<file path="src/design/usi_consts.svh">
//----------------------------------------------------------
// USI bus widths and block address map
// TFT timing register widths and reset defaults
//----------------------------------------------------------
`ifndef USI_CONSTS_SVH
`define USI_CONSTS_SVH

// Bus widths
`define USI_DATA_WIDTH 32
`define USI_ADRS_WIDTH 32

// Address bits 19:16 select the block, 15:0 the CSR
`define USI_BLOCK_LSB 16
`define USI_CSR_WIDTH 16

// Block numbers
`define USI_BLOCK_GPIO 1
`define USI_BLOCK_VTB 4

// TFT timing register widths
`define TFT_H_WIDTH 11
`define TFT_V_WIDTH 11

// 480x272 panel defaults
`define TFT_HDISPLAY_DEF 480
`define TFT_HFRONT_DEF 8
`define TFT_HBACK_DEF 43
`define TFT_HPULSE_DEF 30
`define TFT_VDISPLAY_DEF 272
`define TFT_VFRONT_DEF 12
`define TFT_VBACK_DEF 4
`define TFT_VPULSE_DEF 10

`endif

</file>
<file path="src/design/usiPkg.sv">
//----------------------------------------------------------
// USI request and response structs, TFT timing and pixel
//----------------------------------------------------------
`include "usi_consts.svh"
`default_nettype none

package usiPkg;

	// One request from the active master
	typedef struct packed {
		logic [`USI_DATA_WIDTH-1:0] wd;
		logic [`USI_ADRS_WIDTH-1:0] adrs;
		logic                       wEd;
		logic                       rEd;
	} usiReq_t;

	// rd stays zero while rVd is low
	typedef struct packed {
		logic [`USI_DATA_WIDTH-1:0] rd;
		logic                       rVd;
	} usiRsp_t;

	// Syncs are active low
	typedef struct packed {
		logic hSync;
		logic vSync;
		logic de;
	} tftTiming_t;

	typedef struct packed {
		logic [3:0] r;
		logic [3:0] g;
		logic [3:0] b;
	} rgb444_t;

endpackage

`default_nettype wire

</file>
<file path="src/design/usiBus.sv">
//----------------------------------------------------------
// USI bus: master select, request broadcast and
// response collection
//----------------------------------------------------------
`timescale 1ns/1ps
`include "usi_consts.svh"
`default_nettype none

module usiBus (
	input  wire                  sysClk,
	input  wire                  arstN,
	input  wire                  masterSel,
	input  wire usiPkg::usiReq_t hostReq,
	input  wire usiPkg::usiReq_t dbgReq,
	output wire usiPkg::usiReq_t slvReq,
	input  wire usiPkg::usiRsp_t gpioRsp,
	input  wire usiPkg::usiRsp_t vtbRsp,
	output usiPkg::usiRsp_t      hostRsp
);
	import usiPkg::*;

	usiReq_t                    reqSel;
	usiRsp_t                    rspOr;
	logic [`USI_DATA_WIDTH-1:0] wdQ;
	logic [`USI_ADRS_WIDTH-1:0] adrsQ;
	logic                       wEdQ;
	logic                       rEdQ;

	//----------------------------------------------------------
	// Master to slave
	//----------------------------------------------------------
	// 1 selects the debug port (SPI master side)
	assign reqSel = masterSel ? dbgReq : hostReq;

	always_ff @(posedge sysClk)
	begin
		wdQ   <= reqSel.wd;
		adrsQ <= reqSel.adrs;
	end

	always_ff @(posedge sysClk or negedge arstN)
	begin
		if (!arstN)
		begin
			wEdQ <= 1'b0;
			rEdQ <= 1'b0;
		end
		else
		begin
			wEdQ <= reqSel.wEd;
			rEdQ <= reqSel.rEd;
		end
	end

	// Every slave sees the same request and decodes its own block
	assign slvReq = '{wd: wdQ, adrs: adrsQ, wEd: wEdQ, rEd: rEdQ};

	//----------------------------------------------------------
	// Slave to master
	//----------------------------------------------------------
	// Idle slaves drive zero, so a plain OR merges them
	always_comb
	begin
		rspOr.rd  = gpioRsp.rd | vtbRsp.rd;
		rspOr.rVd = gpioRsp.rVd | vtbRsp.rVd;
	end

	always_ff @(posedge sysClk or negedge arstN)
	begin
		if (!arstN)
		begin
			hostRsp <= '0;
		end
		else
		begin
			hostRsp <= rspOr;
		end
	end

endmodule

`default_nettype wire

</file>
<file path="src/design/gpioBlock.sv">
//----------------------------------------------------------
// GPIO block: LED and RGB LED registers with readback
//----------------------------------------------------------
`timescale 1ns/1ps
`include "usi_consts.svh"
`default_nettype none

module gpioBlock (
	input  wire                  sysClk,
	input  wire                  arstN,
	input  wire usiPkg::usiReq_t slvReq,
	output usiPkg::usiRsp_t      rsp,
	output wire [1:0]            led,
	output wire                  ledB,
	output wire                  ledG,
	output wire                  ledR
);
	import usiPkg::*;

	localparam logic [`USI_CSR_WIDTH-1:0] offsLed = 'h00;
	localparam logic [`USI_CSR_WIDTH-1:0] offsRgb = 'h04;

	logic                       hit;
	logic [`USI_CSR_WIDTH-1:0]  offset;
	logic [1:0]                 ledQ;
	logic [2:0]                 rgbQ;
	logic [`USI_DATA_WIDTH-1:0] rdMux;
	usiRsp_t                    rspD;

	assign hit    = slvReq.adrs[`USI_BLOCK_LSB +: 4] == `USI_BLOCK_GPIO;
	assign offset = slvReq.adrs[`USI_CSR_WIDTH-1:0];

	// CSR writes
	always_ff @(posedge sysClk or negedge arstN)
	begin
		if (!arstN)
		begin
			ledQ <= '0;
			rgbQ <= '0;
		end
		else if (slvReq.wEd && hit)
		begin
			if (offset == offsLed)
				ledQ <= slvReq.wd[1:0];
			if (offset == offsRgb)
				rgbQ <= slvReq.wd[2:0];
		end
	end

	// Readback, zero extended
	always_comb
	begin
		rdMux = '0;
		case (offset)
			offsLed: rdMux[1:0] = ledQ;
			offsRgb: rdMux[2:0] = rgbQ;
			default: rdMux = '0;
		endcase
		rspD.rVd = slvReq.rEd && hit;
		rspD.rd  = rspD.rVd ? rdMux : '0;
	end

	always_ff @(posedge sysClk or negedge arstN)
	begin
		if (!arstN)
			rsp <= '0;
		else
			rsp <= rspD;
	end

	assign led  = ledQ;
	assign ledR = rgbQ[0];
	assign ledG = rgbQ[1];
	assign ledB = rgbQ[2];

endmodule

`default_nettype wire

</file>
<file path="src/design/videoTimingGen.sv">
//----------------------------------------------------------
// TFT display timing: line and frame counters,
// registered syncs, data enable and frame start
//----------------------------------------------------------
`timescale 1ns/1ps
`include "usi_consts.svh"
`default_nettype none

module videoTimingGen (
	input  wire                     sysClk,
	input  wire                     arstN,
	input  wire                     enable,
	input  wire [`TFT_H_WIDTH-1:0]  hDisplay,
	input  wire [`TFT_H_WIDTH-1:0]  hFront,
	input  wire [`TFT_H_WIDTH-1:0]  hBack,
	input  wire [`TFT_H_WIDTH-1:0]  hPulse,
	input  wire [`TFT_V_WIDTH-1:0]  vDisplay,
	input  wire [`TFT_V_WIDTH-1:0]  vFront,
	input  wire [`TFT_V_WIDTH-1:0]  vBack,
	input  wire [`TFT_V_WIDTH-1:0]  vPulse,
	output usiPkg::tftTiming_t      timing,
	output logic                    frameStart
);
	import usiPkg::*;

	logic [`TFT_H_WIDTH-1:0] hDispL, hFrontL, hBackL, hPulseL;
	logic [`TFT_V_WIDTH-1:0] vDispL, vFrontL, vBackL, vPulseL;
	logic [`TFT_H_WIDTH-1:0] hCnt, hSyncStart, hSyncEnd, hLast;
	logic [`TFT_V_WIDTH-1:0] vCnt, vSyncStart, vSyncEnd, vLast;
	logic                    lineEnd;
	logic                    frameEnd;
	tftTiming_t              timingD;

	//----------------------------------------------------------
	// Timing set in use
	//----------------------------------------------------------
	// Reloaded while idle and on the last pixel, so a new set
	// starts with the next frame
	always_ff @(posedge sysClk)
	begin
		if (!enable || frameEnd)
		begin
			hDispL  <= hDisplay;
			hFrontL <= hFront;
			hBackL  <= hBack;
			hPulseL <= hPulse;
			vDispL  <= vDisplay;
			vFrontL <= vFront;
			vBackL  <= vBack;
			vPulseL <= vPulse;
		end
	end

	// Order within a line: display, front porch, pulse, back porch
	assign hSyncStart = hDispL + hFrontL;
	assign hSyncEnd   = hSyncStart + hPulseL;
	assign hLast      = hSyncEnd + hBackL - 1'b1;
	assign vSyncStart = vDispL + vFrontL;
	assign vSyncEnd   = vSyncStart + vPulseL;
	assign vLast      = vSyncEnd + vBackL - 1'b1;

	assign lineEnd  = hCnt == hLast;
	assign frameEnd = lineEnd && (vCnt == vLast);

	//----------------------------------------------------------
	// Counters
	//----------------------------------------------------------
	always_ff @(posedge sysClk or negedge arstN)
	begin
		if (!arstN)
		begin
			hCnt <= '0;
			vCnt <= '0;
		end
		else if (!enable)
		begin
			hCnt <= '0;
			vCnt <= '0;
		end
		else if (lineEnd)
		begin
			hCnt <= '0;
			vCnt <= (vCnt == vLast) ? '0 : vCnt + 1'b1;
		end
		else
		begin
			hCnt <= hCnt + 1'b1;
		end
	end

	always_comb
	begin
		timingD.hSync = !(enable && hCnt >= hSyncStart && hCnt < hSyncEnd);
		timingD.vSync = !(enable && vCnt >= vSyncStart && vCnt < vSyncEnd);
		timingD.de    = enable && hCnt < hDispL && vCnt < vDispL;
	end

	// Outputs lag the counters by one cycle
	always_ff @(posedge sysClk or negedge arstN)
	begin
		if (!arstN)
		begin
			timing     <= '{hSync: 1'b1, vSync: 1'b1, de: 1'b0};
			frameStart <= 1'b0;
		end
		else
		begin
			timing     <= timingD;
			frameStart <= enable && hCnt == '0 && vCnt == '0;
		end
	end

endmodule

`default_nettype wire

</file>
<file path="src/design/videoTxBlock.sv">
//----------------------------------------------------------
// Video transmit block: CSR bank, fill colour, backlight
// and the display timing generator
//----------------------------------------------------------
`timescale 1ns/1ps
`include "usi_consts.svh"
`default_nettype none

module videoTxBlock (
	input  wire                  sysClk,
	input  wire                  arstN,
	input  wire usiPkg::usiReq_t slvReq,
	output usiPkg::usiRsp_t      rsp,
	output usiPkg::tftTiming_t   tft,
	output usiPkg::rgb444_t      tftColor,
	output wire                  tftBackLight
);
	import usiPkg::*;

	localparam logic [`TFT_H_WIDTH-1:0] hDisplayDef = `TFT_HDISPLAY_DEF;
	localparam logic [`TFT_H_WIDTH-1:0] hFrontDef   = `TFT_HFRONT_DEF;
	localparam logic [`TFT_H_WIDTH-1:0] hBackDef    = `TFT_HBACK_DEF;
	localparam logic [`TFT_H_WIDTH-1:0] hPulseDef   = `TFT_HPULSE_DEF;
	localparam logic [`TFT_V_WIDTH-1:0] vDisplayDef = `TFT_VDISPLAY_DEF;
	localparam logic [`TFT_V_WIDTH-1:0] vFrontDef   = `TFT_VFRONT_DEF;
	localparam logic [`TFT_V_WIDTH-1:0] vBackDef    = `TFT_VBACK_DEF;
	localparam logic [`TFT_V_WIDTH-1:0] vPulseDef   = `TFT_VPULSE_DEF;

	logic                       hit;
	logic [`USI_CSR_WIDTH-1:0]  offset;
	logic [1:0]                 ctrlQ;
	rgb444_t                    fillQ, fillActive, fillNow;
	logic [`TFT_H_WIDTH-1:0]    hDisplayQ, hFrontQ, hBackQ, hPulseQ;
	logic [`TFT_V_WIDTH-1:0]    vDisplayQ, vFrontQ, vBackQ, vPulseQ;
	logic [`USI_DATA_WIDTH-1:0] rdMux;
	usiRsp_t                    rspD;
	tftTiming_t                 genTiming;
	logic                       frameStart;

	assign hit    = slvReq.adrs[`USI_BLOCK_LSB +: 4] == `USI_BLOCK_VTB;
	assign offset = slvReq.adrs[`USI_CSR_WIDTH-1:0];

	//----------------------------------------------------------
	// CSR bank
	//----------------------------------------------------------
	always_ff @(posedge sysClk or negedge arstN)
	begin
		if (!arstN)
		begin
			ctrlQ     <= '0;
			fillQ     <= '0;
			hDisplayQ <= hDisplayDef;
			hFrontQ   <= hFrontDef;
			hBackQ    <= hBackDef;
			hPulseQ   <= hPulseDef;
			vDisplayQ <= vDisplayDef;
			vFrontQ   <= vFrontDef;
			vBackQ    <= vBackDef;
			vPulseQ   <= vPulseDef;
		end
		else if (slvReq.wEd && hit)
		begin
			case (offset)
				'h00: ctrlQ     <= slvReq.wd[1:0];
				'h04: fillQ     <= rgb444_t'(slvReq.wd[11:0]);
				'h10: hDisplayQ <= slvReq.wd[`TFT_H_WIDTH-1:0];
				'h14: hFrontQ   <= slvReq.wd[`TFT_H_WIDTH-1:0];
				'h18: hBackQ    <= slvReq.wd[`TFT_H_WIDTH-1:0];
				'h1C: hPulseQ   <= slvReq.wd[`TFT_H_WIDTH-1:0];
				'h20: vDisplayQ <= slvReq.wd[`TFT_V_WIDTH-1:0];
				'h24: vFrontQ   <= slvReq.wd[`TFT_V_WIDTH-1:0];
				'h28: vBackQ    <= slvReq.wd[`TFT_V_WIDTH-1:0];
				'h2C: vPulseQ   <= slvReq.wd[`TFT_V_WIDTH-1:0];
				default: ;
			endcase
		end
	end

	always_comb
	begin
		rdMux = '0;
		case (offset)
			'h00: rdMux[1:0]              = ctrlQ;
			'h04: rdMux[11:0]             = fillQ;
			'h10: rdMux[`TFT_H_WIDTH-1:0] = hDisplayQ;
			'h14: rdMux[`TFT_H_WIDTH-1:0] = hFrontQ;
			'h18: rdMux[`TFT_H_WIDTH-1:0] = hBackQ;
			'h1C: rdMux[`TFT_H_WIDTH-1:0] = hPulseQ;
			'h20: rdMux[`TFT_V_WIDTH-1:0] = vDisplayQ;
			'h24: rdMux[`TFT_V_WIDTH-1:0] = vFrontQ;
			'h28: rdMux[`TFT_V_WIDTH-1:0] = vBackQ;
			'h2C: rdMux[`TFT_V_WIDTH-1:0] = vPulseQ;
			default: rdMux = '0;
		endcase
		rspD.rVd = slvReq.rEd && hit;
		rspD.rd  = rspD.rVd ? rdMux : '0;
	end

	always_ff @(posedge sysClk or negedge arstN)
	begin
		if (!arstN)
			rsp <= '0;
		else
			rsp <= rspD;
	end

	//----------------------------------------------------------
	// Display path
	//----------------------------------------------------------
	videoTimingGen timingGen_i (
		.sysClk     (sysClk),
		.arstN      (arstN),
		.enable     (ctrlQ[0]),
		.hDisplay   (hDisplayQ),
		.hFront     (hFrontQ),
		.hBack      (hBackQ),
		.hPulse     (hPulseQ),
		.vDisplay   (vDisplayQ),
		.vFront     (vFrontQ),
		.vBack      (vBackQ),
		.vPulse     (vPulseQ),
		.timing     (genTiming),
		.frameStart (frameStart)
	);

	// Colour changes only on a frame boundary
	assign fillNow = frameStart ? fillQ : fillActive;

	always_ff @(posedge sysClk)
	begin
		if (frameStart)
			fillActive <= fillQ;
	end

	// Timing is delayed with the colour so both leave together
	always_ff @(posedge sysClk or negedge arstN)
	begin
		if (!arstN)
		begin
			tft      <= '{hSync: 1'b1, vSync: 1'b1, de: 1'b0};
			tftColor <= '0;
		end
		else
		begin
			tft      <= genTiming;
			tftColor <= genTiming.de ? fillNow : '0;
		end
	end

	assign tftBackLight = ctrlQ[1];

endmodule

`default_nettype wire

</file>
<file path="src/design/processer.sv">
//----------------------------------------------------------
// Processor top: USI bus with GPIO and video slaves
//----------------------------------------------------------
`timescale 1ns/1ps
`default_nettype none

module processer (
	input  wire                     sysClk,
	input  wire                     arstN,
	input  wire                     masterSel,
	input  wire usiPkg::usiReq_t    hostReq,
	input  wire usiPkg::usiReq_t    dbgReq,
	output wire usiPkg::usiRsp_t    hostRsp,
	output wire [1:0]               led,
	output wire                     ledB,
	output wire                     ledG,
	output wire                     ledR,
	output wire usiPkg::tftTiming_t tft,
	output wire usiPkg::rgb444_t    tftColor,
	output wire                     tftBackLight
);
	import usiPkg::*;

	// Broadcast request and per slave responses
	wire usiReq_t slvReq;
	wire usiRsp_t gpioRsp;
	wire usiRsp_t vtbRsp;

	usiBus usiBus_i (
		.sysClk    (sysClk),
		.arstN     (arstN),
		.masterSel (masterSel),
		.hostReq   (hostReq),
		.dbgReq    (dbgReq),
		.slvReq    (slvReq),
		.gpioRsp   (gpioRsp),
		.vtbRsp    (vtbRsp),
		.hostRsp   (hostRsp)
	);

	gpioBlock gpio_i (
		.sysClk (sysClk),
		.arstN  (arstN),
		.slvReq (slvReq),
		.rsp    (gpioRsp),
		.led    (led),
		.ledB   (ledB),
		.ledG   (ledG),
		.ledR   (ledR)
	);

	videoTxBlock vtb_i (
		.sysClk       (sysClk),
		.arstN        (arstN),
		.slvReq       (slvReq),
		.rsp          (vtbRsp),
		.tft          (tft),
		.tftColor     (tftColor),
		.tftBackLight (tftBackLight)
	);

endmodule

`default_nettype wire

</file>
<file path="config.mk">
export PLATFORM = sky130hd
export DESIGN_NAME = processer
export DESIGN_NICKNAME = d
export VERILOG_FILES = /design/src/design/usiPkg.sv /design/src/design/usiBus.sv /design/src/design/gpioBlock.sv /design/src/design/videoTimingGen.sv /design/src/design/videoTxBlock.sv /design/src/design/processer.sv
export VERILOG_INCLUDE_DIRS = /design/src /design/src/design
export SDC_FILE = /design/constraint.sdc
export NUM_CORES = 1
export LEC_CHECK = 0
export BUFFER_PORTS_ARGS = -buffer_cell sky130_fd_sc_hd__buf_2
export CAP_MARGIN = 0
export CORE_UTILIZATION = 60
export CTS_CLUSTER_DIAMETER = 30
export DETAILED_ROUTE_END_ITERATION = 8
export PLACE_DENSITY = 0.81
export RECOVER_POWER = 25
export SYNTH_ARGS = -nofsm -noshare
export SYNTH_HDL_FRONTEND = slang
export SYNTH_HIERARCHICAL = 1
export SYNTH_SLANG_ARGS = --single-unit
</file>
<file path="constraint.sdc">
create_clock -name sysClk -period 7.89 [get_ports sysClk]
set_input_delay 1.578 -clock sysClk [delete_from_list [all_inputs] [get_ports sysClk]]
set_output_delay 1.578 -clock sysClk [all_outputs]
set_load 0.05 [all_outputs]
</file>
==> results of run 1 <==
## routing by layer
layer	track usage, %	wire length (um)	part of all wire, %	up-vias
li1	-	-	-	5507
met1	35.6	17300	41	5841
met2	47.8	19900	47	546
met3	5.92	3080	7.2	160
met4	15.2	2300	5.4	0
met5	0	0	0	-
## registers in the layout (all words and copies together) (netlist names), 12 cells and up
signal and count:
usiBus_i/hostRsp 33, usiBus_i/adrsQ 20, vtb_i/rsp 13, usiBus_i/wdQ 12, vtb_i/fillActive 12, vtb_i/fillQ 12, vtb_i/tftColor 12
## power groups by stage
stage | Combinational [mW] | Clock, mW | Sequential (mW)
6_report | 0.129 | 2.58 | 1.81
2_1_floorplan | 0.0687 | 0 | 1.85
3_3_place_gp | 0.126 | 0 | 1.84
3_5_place_dp | 0.127 | 0 | 1.84
5_1_grt | 0.139 | 2.67 | 1.82
4_1_cts | 0.128 | 2.60 | 1.81
## path summary, 6_finish.rpt
kind	start	to	slack, ps	cells after the start
worst max-delay path	vtb_i/timingGen_i/vDispL[0]	vtb_i/timingGen_i/vPulseL[0]	1470	24
worst min-delay path	vtb_i/timingGen_i/timing[1]	vtb_i/tft[1]	350	0
worst max register to register	vtb_i/timingGen_i/vDispL[0]	vtb_i/timingGen_i/vPulseL[0]	1470	24
worst min register to register	vtb_i/timingGen_i/timing[1]	vtb_i/tft[1]	350	0
max in group asynchronous	arstN	gpio_i/rsp[0]	5160	2
min in group asynchronous	arstN	vtb_i/timingGen_i/vCnt[0]	1150	1
## cell usage in the layout (no fill, tap or decap), types with 40 or more instances in the layout
master,instances
mux2_1,93
or2_2,45
xnor2_1,55
nand2_1,45
ha_1,136
edfxtp_1,88
inv_1,123
clkbuf_16,57
buf_2,123
mux2_2,51
a21oi_1,48
dfrtp_1,176
dfxtp_1,44
nor2_1,40
conb_1,49
## area by class of cell
type                       instances  area (sq um)  share of cell area (%)
sequential                       332          8560                    41.8
timing repair buffer             136           719                    3.51
multi-input combinational        973          8230                    40.2
clock inverter                    46           588                    2.87
inverter                         123           462                    2.25
tap                              384           480                    2.34
clock buffer                      60          1460                    7.11
==> flow_metrics.env, run 1 <==
export IMPL_dieArea_sq_um=30100
export IMPL_post_route_util_pct=71.0
export IMPL_cts_path_max_buffers=3
export IMPL_holdWs_ps=355
export IMPL_combPwrFrac_pct=2.8
export IMPL_crit_required_ps=8130
export IMPL_postSynthAreaPerCell_sq_um=12.0
export IMPL_period_share_pct=81.4
export IMPL_vias=12100
export IMPL_clk_pin_slew_ps=60
export IMPL_cts_sinks=332
export IMPL_ir_drop_v=0.000235
export IMPL_finalPower_mw=4.52
export IMPL_clk_insertion_delay_late_ps=610
export IMPL_place_area_sq_um=18500
export IMPL_first_pass_iters=6
export IMPL_layout_setup_ws_ps=1470
export IMPL_wl_per_cell_um=20.7
export IMPL_path_delay_family="simple AND/OR/NAND/NOR gates"
export IMPL_post_dp_hpwl_mm=29.0
export IMPL_ios=189
export IMPL_p_per_area_nw_per_um2=220
export IMPL_intPower_mw=3.40
export IMPL_switching_share_pct=24.8
export IMPL_fin_tns_setup_ps=0
export IMPL_tightest_slew_ps=1150
export IMPL_fp_dieH_um=174
export IMPL_cp_slowest_cell="nand2_4"
export IMPL_slowest_delay_ps=680
export IMPL_path_max_fanout=68
export IMPL_grt_max_degree=126
export IMPL_stdcell_count=2054
export IMPL_hold_viol=0
export IMPL_n_antenna_cell=0
export IMPL_synthCells=1469
export IMPL_start_util_pct=61.3
export IMPL_die_x_um=174
export IMPL_layout_drive_gt1_share_pct=23.7
export IMPL_cts_setup_buffers=0
export IMPL_finalNetCount=1899
export IMPL_critical_path_class="flip-flop to flip-flop"
export IMPL_via_per_inst=5.87
export IMPL_rsz0062_at_grt="no"
export IMPL_cts_root_buffer="clkbuf_16"
export IMPL_leakagePower_nw=9.66
export IMPL_ctsHtreeMaxLevel=2
export IMPL_ctsResizeCount=0
export IMPL_fillers=1870
export IMPL_numCtsBuffers=56
export IMPL_drc=0
export IMPL_core_sq_um=28900
export IMPL_power_share_clock_pct=57.0
export IMPL_cap_violations=0
export IMPL_antenna_left=0
export IMPL_syn_area_sq_um=17700
export IMPL_cp_data_arrival_time_ps=6660
export IMPL_final_max_slew_viol_count=0
export IMPL_cp_cell_sequence="ha_1 -> inv_1 -> fa_1 -> inv_1 -> ha_1 -> a21o_1 -> a21oi_1 -> o21bai_1 -> a21oi_1 -> o21bai_1 -> a21oi_1 -> xnor2_1 -> ha_1 -> inv_1 -> ha_1 -> or3_1 -> or3_1 -> o221ai_1 -> xnor2_1 -> xnor2_1 -> nor4_2 -> nand2_1 -> nand2_4 -> buf_4"
export IMPL_hp_class="flip-flop to flip-flop"
export IMPL_rows=62
export IMPL_wl_mm=42.6
export IMPL_drt_initial_drc_count=986
export IMPL_critPathMostFrequentCell="ha_1"
export IMPL_relSlewSlack_pct=22.3
export IMPL_gp_congestion=0.912
export IMPL_hold_buffers=0
export IMPL_cp_num_buf_inv=4
export IMPL_skew_ps=68.8
export IMPL_grt_usage_pct=28.8
export IMPL_synth_warnings=6
export IMPL_place_inst=1948
export IMPL_setup_viol=0
export IMPL_port_buffers=124
export IMPL_outcome="complete, no violations"
export IMPL_grt_pass1_vias=12600
export IMPL_gr_total_overflow=0
export IMPL_cp_start_kind="flip-flop"
export IMPL_period_needed_ps=6420
export IMPL_worstSetupEndpointType="flip-flop"
export IMPL_grt_pass1_wl_mm=67.6
export IMPL_antenna_found_initial=1
export IMPL_fin_area_sq_um=20500
export IMPL_fmax_mhz=156
export IMPL_pwr_share_seq_pct=40.2
export IMPL_cts_tree="built"
export IMPL_p_sw_mw=1.12
export IMPL_pre_cts_ws_ps=1530
export IMPL_syn_to_final_growth_pct=16.0
(Power assumes the default switching activity.)
==> run 2, diff against run 1 <==
clock period = 6.4 ns   (was 7.89 ns; I/O delays follow)
==> flow_metrics.env, run 2 (synthesized netlist as in run 1, its figures left out) <==
export IMPL_critPathMostFrequentCell="ha_1"
export IMPL_fin_tns_setup_ps=0
export IMPL_largestRegisters="usiBus_i/hostRsp x33, usiBus_i/adrsQ x20, vtb_i/rsp x13"
export IMPL_post_dp_hpwl_mm=29.0
export IMPL_cp_cell_sequence="ha_1 -> inv_1 -> fa_1 -> inv_1 -> ha_1 -> a21o_1 -> a21oi_1 -> o21bai_1 -> a21oi_1 -> o21bai_1 -> a21oi_1 -> xnor2_1 -> ha_1 -> inv_1 -> ha_1 -> or3_1 -> or3_1 -> o221ai_1 -> xnor2_1 -> xnor2_1 -> nor4_2 -> nand2_1 -> nand2_4 -> clkbuf_16"
export IMPL_multi_input_area_sq_um=8250
export IMPL_cp_num_buf_inv=4
export IMPL_drc=0
export IMPL_fmax_mhz=171
export IMPL_rows=62
export IMPL_grt_max_degree=175
export IMPL_core_sq_um=28900
export IMPL_outcome="finished, violations left"
export IMPL_final_max_slew_viol_count=175
export IMPL_fin_area_sq_um=20400
export IMPL_finalPower_mw=5.30
export IMPL_period_needed_ps=5840
export IMPL_regArea_sq_um=8560
export IMPL_first_pass_iters=5
export IMPL_layout_commonest_cell="dfrtp_1"
export IMPL_critical_path_class="flip-flop to flip-flop"
export IMPL_drt_initial_drc_count=1058
export IMPL_numCtsBuffers=56
export IMPL_cts_root_buffer="clkbuf_16"
export IMPL_ir_drop_v=0.000254
export IMPL_n_antenna_cell=0
export IMPL_finalNetCount=1901
export IMPL_path_delay_family="adder cells"
export IMPL_p_per_area_nw_per_um2=260
export IMPL_wl_per_cell_um=20.9
export IMPL_clk_insertion_delay_late_ps=600
export IMPL_die_x_um=174
export IMPL_ios=189
export IMPL_cp_slowest_cell="fa_1"
export IMPL_layout_drive_gt1_share_pct=23.6
export IMPL_start_util_pct=61.3
export IMPL_via_per_inst=5.95
export IMPL_dieArea_sq_um=30100
export IMPL_cp_start_kind="flip-flop"
export IMPL_path_max_fanout=42
export IMPL_antenna_left=0
export IMPL_violations="capacitance limit, slew limit"
export IMPL_wl_mm=43.1
export IMPL_relSlewSlack_pct=-62.1
export IMPL_hold_buffers=0
export IMPL_gp_congestion=0.897
export IMPL_cap_violations=1
export IMPL_post_route_util_pct=70.7
export IMPL_fp_dieH_um=174
export IMPL_grt_usage_pct=28.9
export IMPL_slowest_delay_ps=470
export IMPL_cp_data_arrival_time_ps=6080
export IMPL_largest_register="usiBus_i/hostRsp"
export IMPL_leakagePower_nw=9.60
export IMPL_rrSetupSlack_ps=560
export IMPL_final_cell_mix="dfrtp_1, ha_1, inv_1, buf_2, mux2_1"
export IMPL_cts_path_max_buffers=3
export IMPL_hold_viol=0
export IMPL_vias=12200
export IMPL_ctsHtreeMaxLevel=2
export IMPL_period_share_pct=91.2
export IMPL_clk_pin_slew_ps=50
export IMPL_gr_total_overflow=0
export IMPL_fillers=1941
export IMPL_worstSetupEndpointType="flip-flop"
export IMPL_port_buffers=124
export IMPL_antenna_found_initial=1
export IMPL_grt_pass1_vias=12600
export IMPL_largest_reg_flops=33
export IMPL_holdWs_ps=354
export IMPL_setup_viol=0
export IMPL_syn_to_final_growth_pct=15.4
export IMPL_grt_pass1_wl_mm=67.6
export IMPL_place_area_sq_um=18500
export IMPL_cts_sinks=332
export IMPL_cts_tree="built"
export IMPL_hp_class="flip-flop to flip-flop"
export IMPL_crit_required_ps=6640
export IMPL_tightest_slew_ps=2430
export IMPL_skew_ps=50.1
export IMPL_rsz0062_at_grt="no"
## run 2: cell count changes in the layout (fill, tap and decap cells not counted), moves of 2 or more
cell / change
clkbuf_1: +4
clkinv_2: +2
bufinv_16: -5
inv_8: -3
clkinv_4: +3
inv_6: -6
clkbuf_8: +2
nor4_1: -2
clkinvlp_4: +3
## run 2: final timing paths
path | start | to | depth (start not counted)
max in group asynchronous | arstN | usiBus_i/hostRsp[7] | 2
max reg2reg | vtb_i/timingGen_i/vDispL[0] | vtb_i/timingGen_i/hFrontL[1] | 24
min reg2reg | vtb_i/timingGen_i/timing[2] | vtb_i/tft[2] | 0
min in group asynchronous | arstN | vtb_i/timingGen_i/vCnt[1] | 1
max | vtb_i/timingGen_i/vDispL[0] | vtb_i/timingGen_i/hFrontL[1] | 24
min | vtb_i/timingGen_i/timing[2] | vtb_i/tft[2] | 0
## run 2: what timing repair did
action | CTS | global route
endpoints found under the setup margin | 0 | 62
gates resized for setup | 0 | 1
setup buffers | 0 | 0
## run 2: power breakdown
part | switching [mW] | leakage [nW] | internal, mW | total (mW)
logic | 0.0995 | 4.62 | 0.0581 | 0.158
clock network | 1.17 | 0.915 | 1.73 | 2.90
registers | 0.0460 | 4.07 | 2.19 | 2.24
## run 2: worst reg2reg max path, cell delays in order, from the launching register on
cell and delay (ps):
edfxtp_1 390, ha_1 230, inv_1 80, fa_1 470, inv_1 90, ha_1 230, a21o_1 180, a21oi_1 230
o21bai_1 100, a21oi_1 240, o21bai_1 90, a21oi_1 240, xnor2_1 130, ha_1 280, inv_1 40, ha_1 220
or3_1 390, or3_1 320, o221ai_1 220, xnor2_1 170, xnor2_1 150, nor4_2 370, nand2_1 150, nand2_4 190
clkbuf_16 300
## run 2: final cells by class
class                      instances  share of cell area (%)
sequential                       332                    42.0
multi-input combinational        973                    40.5
clock buffer                      65                    7.28
timing repair buffer             138                    3.74
tap                              384                    2.36
inverter                         123                    2.26
clock inverter                    41                    1.96
## run 2: metal layers
layer | routed length (um) | part of all wire, % | up-vias | global-route usage, %
li1 | - | - | 5519 | -
met1 | 16900 | 39 | 5904 | 36.7
met2 | 20300 | 47 | 640 | 47.0
met3 | 3710 | 8.6 | 160 | 6.07
met4 | 2220 | 5.1 | 0 | 14.5
met5 | 0 | 0 | - | 0
## run 2: stage by stage
stage	cells	setup WS, ps
finish	2056	564
global route	2056	98.5
CTS	2055	468
detailed placement	1949	500
global placement	1949	668
floorplan	1516	424
==> run 3, diff against run 2 <==
CELL_PAD_IN_SITES_DETAIL_PLACEMENT = 0   (was unset)
CELL_PAD_IN_SITES_GLOBAL_PLACEMENT = 2   (was unset)
CORE_UTILIZATION = 41   (was 60)
PLACE_DENSITY = unset   (was 0.81)
PLACE_DENSITY_LB_ADDON = 0.1   (was unset)
==> flow_metrics.env, run 3 (synthesized netlist as in run 1, its figures left out) <==
export IMPL_fmax_mhz=173
export IMPL_power_share_clock_pct=62.1
export IMPL_largest_register="usiBus_i/hostRsp"
export IMPL_holdPathEnd="vtb_i/tft[1]"
export IMPL_crit_required_ps=6640
export IMPL_clk_insertion_delay_late_ps=610
export IMPL_relSlewSlack_pct=-63.2
export IMPL_place_inst=2106
export IMPL_cp_cell_sequence="ha_1 -> inv_1 -> fa_1 -> inv_1 -> ha_1 -> a21o_1 -> a21oi_1 -> o21bai_1 -> a21oi_1 -> o21bai_1 -> a21oi_1 -> xnor2_1 -> ha_1 -> inv_1 -> ha_1 -> or3_1 -> or3_1 -> o221ai_1 -> xnor2_1 -> xnor2_1 -> nor4_2 -> nand2_1 -> nand2_4 -> buf_12"
export IMPL_stdcell_count=2243
export IMPL_cts_tree="built"
export IMPL_hold_path_cell_count=0
export IMPL_hp_class="flip-flop to flip-flop"
export IMPL_violations="capacitance limit, slew limit"
export IMPL_drc=0
export IMPL_critical_path_class="flip-flop to flip-flop"
export IMPL_p_sw_mw=1.42
export IMPL_antenna_found_initial=1
export IMPL_path_max_fanout=45
export IMPL_grt_max_degree=175
export IMPL_intPower_mw=4.91
export IMPL_antenna_left=0
export IMPL_vias=11300
export IMPL_cts_root_buffer="clkbuf_16"
export IMPL_rows=75
export IMPL_rrSetupSlack_ps=620
export IMPL_pwr_share_seq_pct=35.4
export IMPL_layout_drive_gt1_share_pct=24.9
export IMPL_finalNetCount=1919
export IMPL_cts_path_max_buffers=3
export IMPL_hold_start="vtb_i/timingGen_i/timing[1]"
export IMPL_setup_viol=0
export IMPL_drt_initial_drc_count=570
export IMPL_dieArea_sq_um=43900
export IMPL_cts_sinks=332
export IMPL_grt_pass1_vias=11700
export IMPL_numCtsBuffers=73
export IMPL_worstSetupEndpointType="flip-flop"
export IMPL_timing_rr_end="vtb_i/timingGen_i/hDispL[9]"
export IMPL_cp_start_kind="flip-flop"
export IMPL_period_share_pct=90.4
export IMPL_finalPower_mw=6.32
export IMPL_hold_buffers=0
export IMPL_first_pass_iters=5
export IMPL_hold_viol=0
export IMPL_outcome="finished, violations left"
export IMPL_cp_slowest_cell="fa_1"
export IMPL_grt_pass1_wl_mm=68.1
export IMPL_cp_data_arrival_time_ps=6020
export IMPL_period_needed_ps=5780
export IMPL_fillers=3763
export IMPL_via_per_inst=5.05
export IMPL_cp_num_buf_inv=4
export IMPL_cts_setup_buffers=0
export IMPL_gp_congestion=0.801
export IMPL_grt_usage_pct=20.6
export IMPL_ios=189
export IMPL_ctsResizeCount=0
export IMPL_largest_reg_flops=33
export IMPL_die_x_um=210
export IMPL_core_sq_um=42200
export IMPL_rsz0062_at_grt="no"
export IMPL_port_buffers=124
export IMPL_clk_pin_slew_ps=50
export IMPL_fin_tns_setup_ps=0
export IMPL_layout_commonest_cell="dfrtp_1"
export IMPL_tightest_slew_ps=2450
export IMPL_final_max_slew_viol_count=175
export IMPL_path_delay_family="adder cells"
export IMPL_final_cell_mix="dfrtp_1, ha_1, inv_1, buf_2, mux2_1"
export IMPL_largestRegisters="usiBus_i/hostRsp x33, usiBus_i/adrsQ x20, vtb_i/rsp x13"
export IMPL_p_per_area_nw_per_um2=296
export IMPL_gr_total_overflow=0
export IMPL_post_dp_hpwl_mm=32.4
export IMPL_start_util_pct=41.9
export IMPL_cap_violations=1
export IMPL_slowest_delay_ps=470
export IMPL_switching_share_pct=22.4
export IMPL_syn_to_final_growth_pct=20.8
export IMPL_reg2reg_from="vtb_i/timingGen_i/vDispL[0]"
export IMPL_worstRegToRegCells=24
export IMPL_leakagePower_nw=9.95
export IMPL_ir_drop_v=0.000232
export IMPL_fp_dieH_um=210
export IMPL_critPathMostFrequentCell="ha_1"
export IMPL_wl_per_cell_um=19.5
export IMPL_wl_mm=43.8
export IMPL_skew_ps=52.6
export IMPL_ctsHtreeMaxLevel=3
export IMPL_combPwrFrac_pct=2.5
## run 3: changes by cell type in the layout (fill, tap and decap cells not counted), sizes merged
cell      previous run  this run
buf                135       136
bufinv               0        11
clkinvlp             5         8
clkinv              17        26
inv                142       130
diode                0         1
clkbuf              68        87
## run 3: cell type report
class / count / area, sq um / area share (%)
clock buffer: 84 / 1940 / 9.08
sequential: 332 / 8560 / 40.1
inverter: 123 / 462 / 2.16
timing repair buffer: 139 / 753 / 3.53
tap: 539 / 674 / 3.16
antenna: 1 / 2.50 / 0.0117
clock inverter: 52 / 718 / 3.36
multi-input combinational: 973 / 8250 / 38.6
## run 3: worst max path at each step
stage | end | slack [ps] | start | cells after the start
6_report | vtb_i/timingGen_i/hDispL[9] | 620 | vtb_i/timingGen_i/vDispL[0] | 24
5_1_grt | vtb_i/timingGen_i/hBackL[0] | 200 | vtb_i/timingGen_i/vDispL[0] | 24
4_1_cts | vtb_i/timingGen_i/hBackL[0] | 570 | vtb_i/timingGen_i/vDispL[0] | 24
3_5_place_dp | vtb_i/timingGen_i/hFrontL[4] | 640 | vtb_i/timingGen_i/vDispL[0] | 24
3_3_place_gp | vtb_i/timingGen_i/hFrontL[4] | 650 | vtb_i/timingGen_i/hDispL[0] | 24
2_1_floorplan | vtb_i/timingGen_i/hBackL[0] | 420 | vtb_i/timingGen_i/vDispL[0] | 23
## run 3: through the flow
step	instance area (sq um)	worst slack, ps	utilization, %	hold slack, ps
2_1_floorplan	17900	424	-	345
3_3_place_gp	18700	653	44.3	348
3_5_place_dp	18700	644	44.3	350
4_1_cts	21400	572	50.6	356
5_1_grt	21400	201	50.6	357
6_report	21400	617	50.6	355
## run 3: per-layer routing
metal	wire, um	track usage [%]	vias up
li1	-	-	5558
met1	21300	28.6	5448
met2	19600	31.6	247
met3	1590	4.14	74
met4	1240	7.73	2
met5	13	0	-
## run 3: power groups by stage
stage | sequential [mW] | clock (mW) | combinational, mW
floorplan | 2.29 | 0 | 0.0847
global placement | 2.28 | 0 | 0.163
detailed placement | 2.28 | 0 | 0.162
CTS | 2.24 | 4.00 | 0.163
global route | 2.24 | 4.11 | 0.174
finish | 2.24 | 3.92 | 0.158
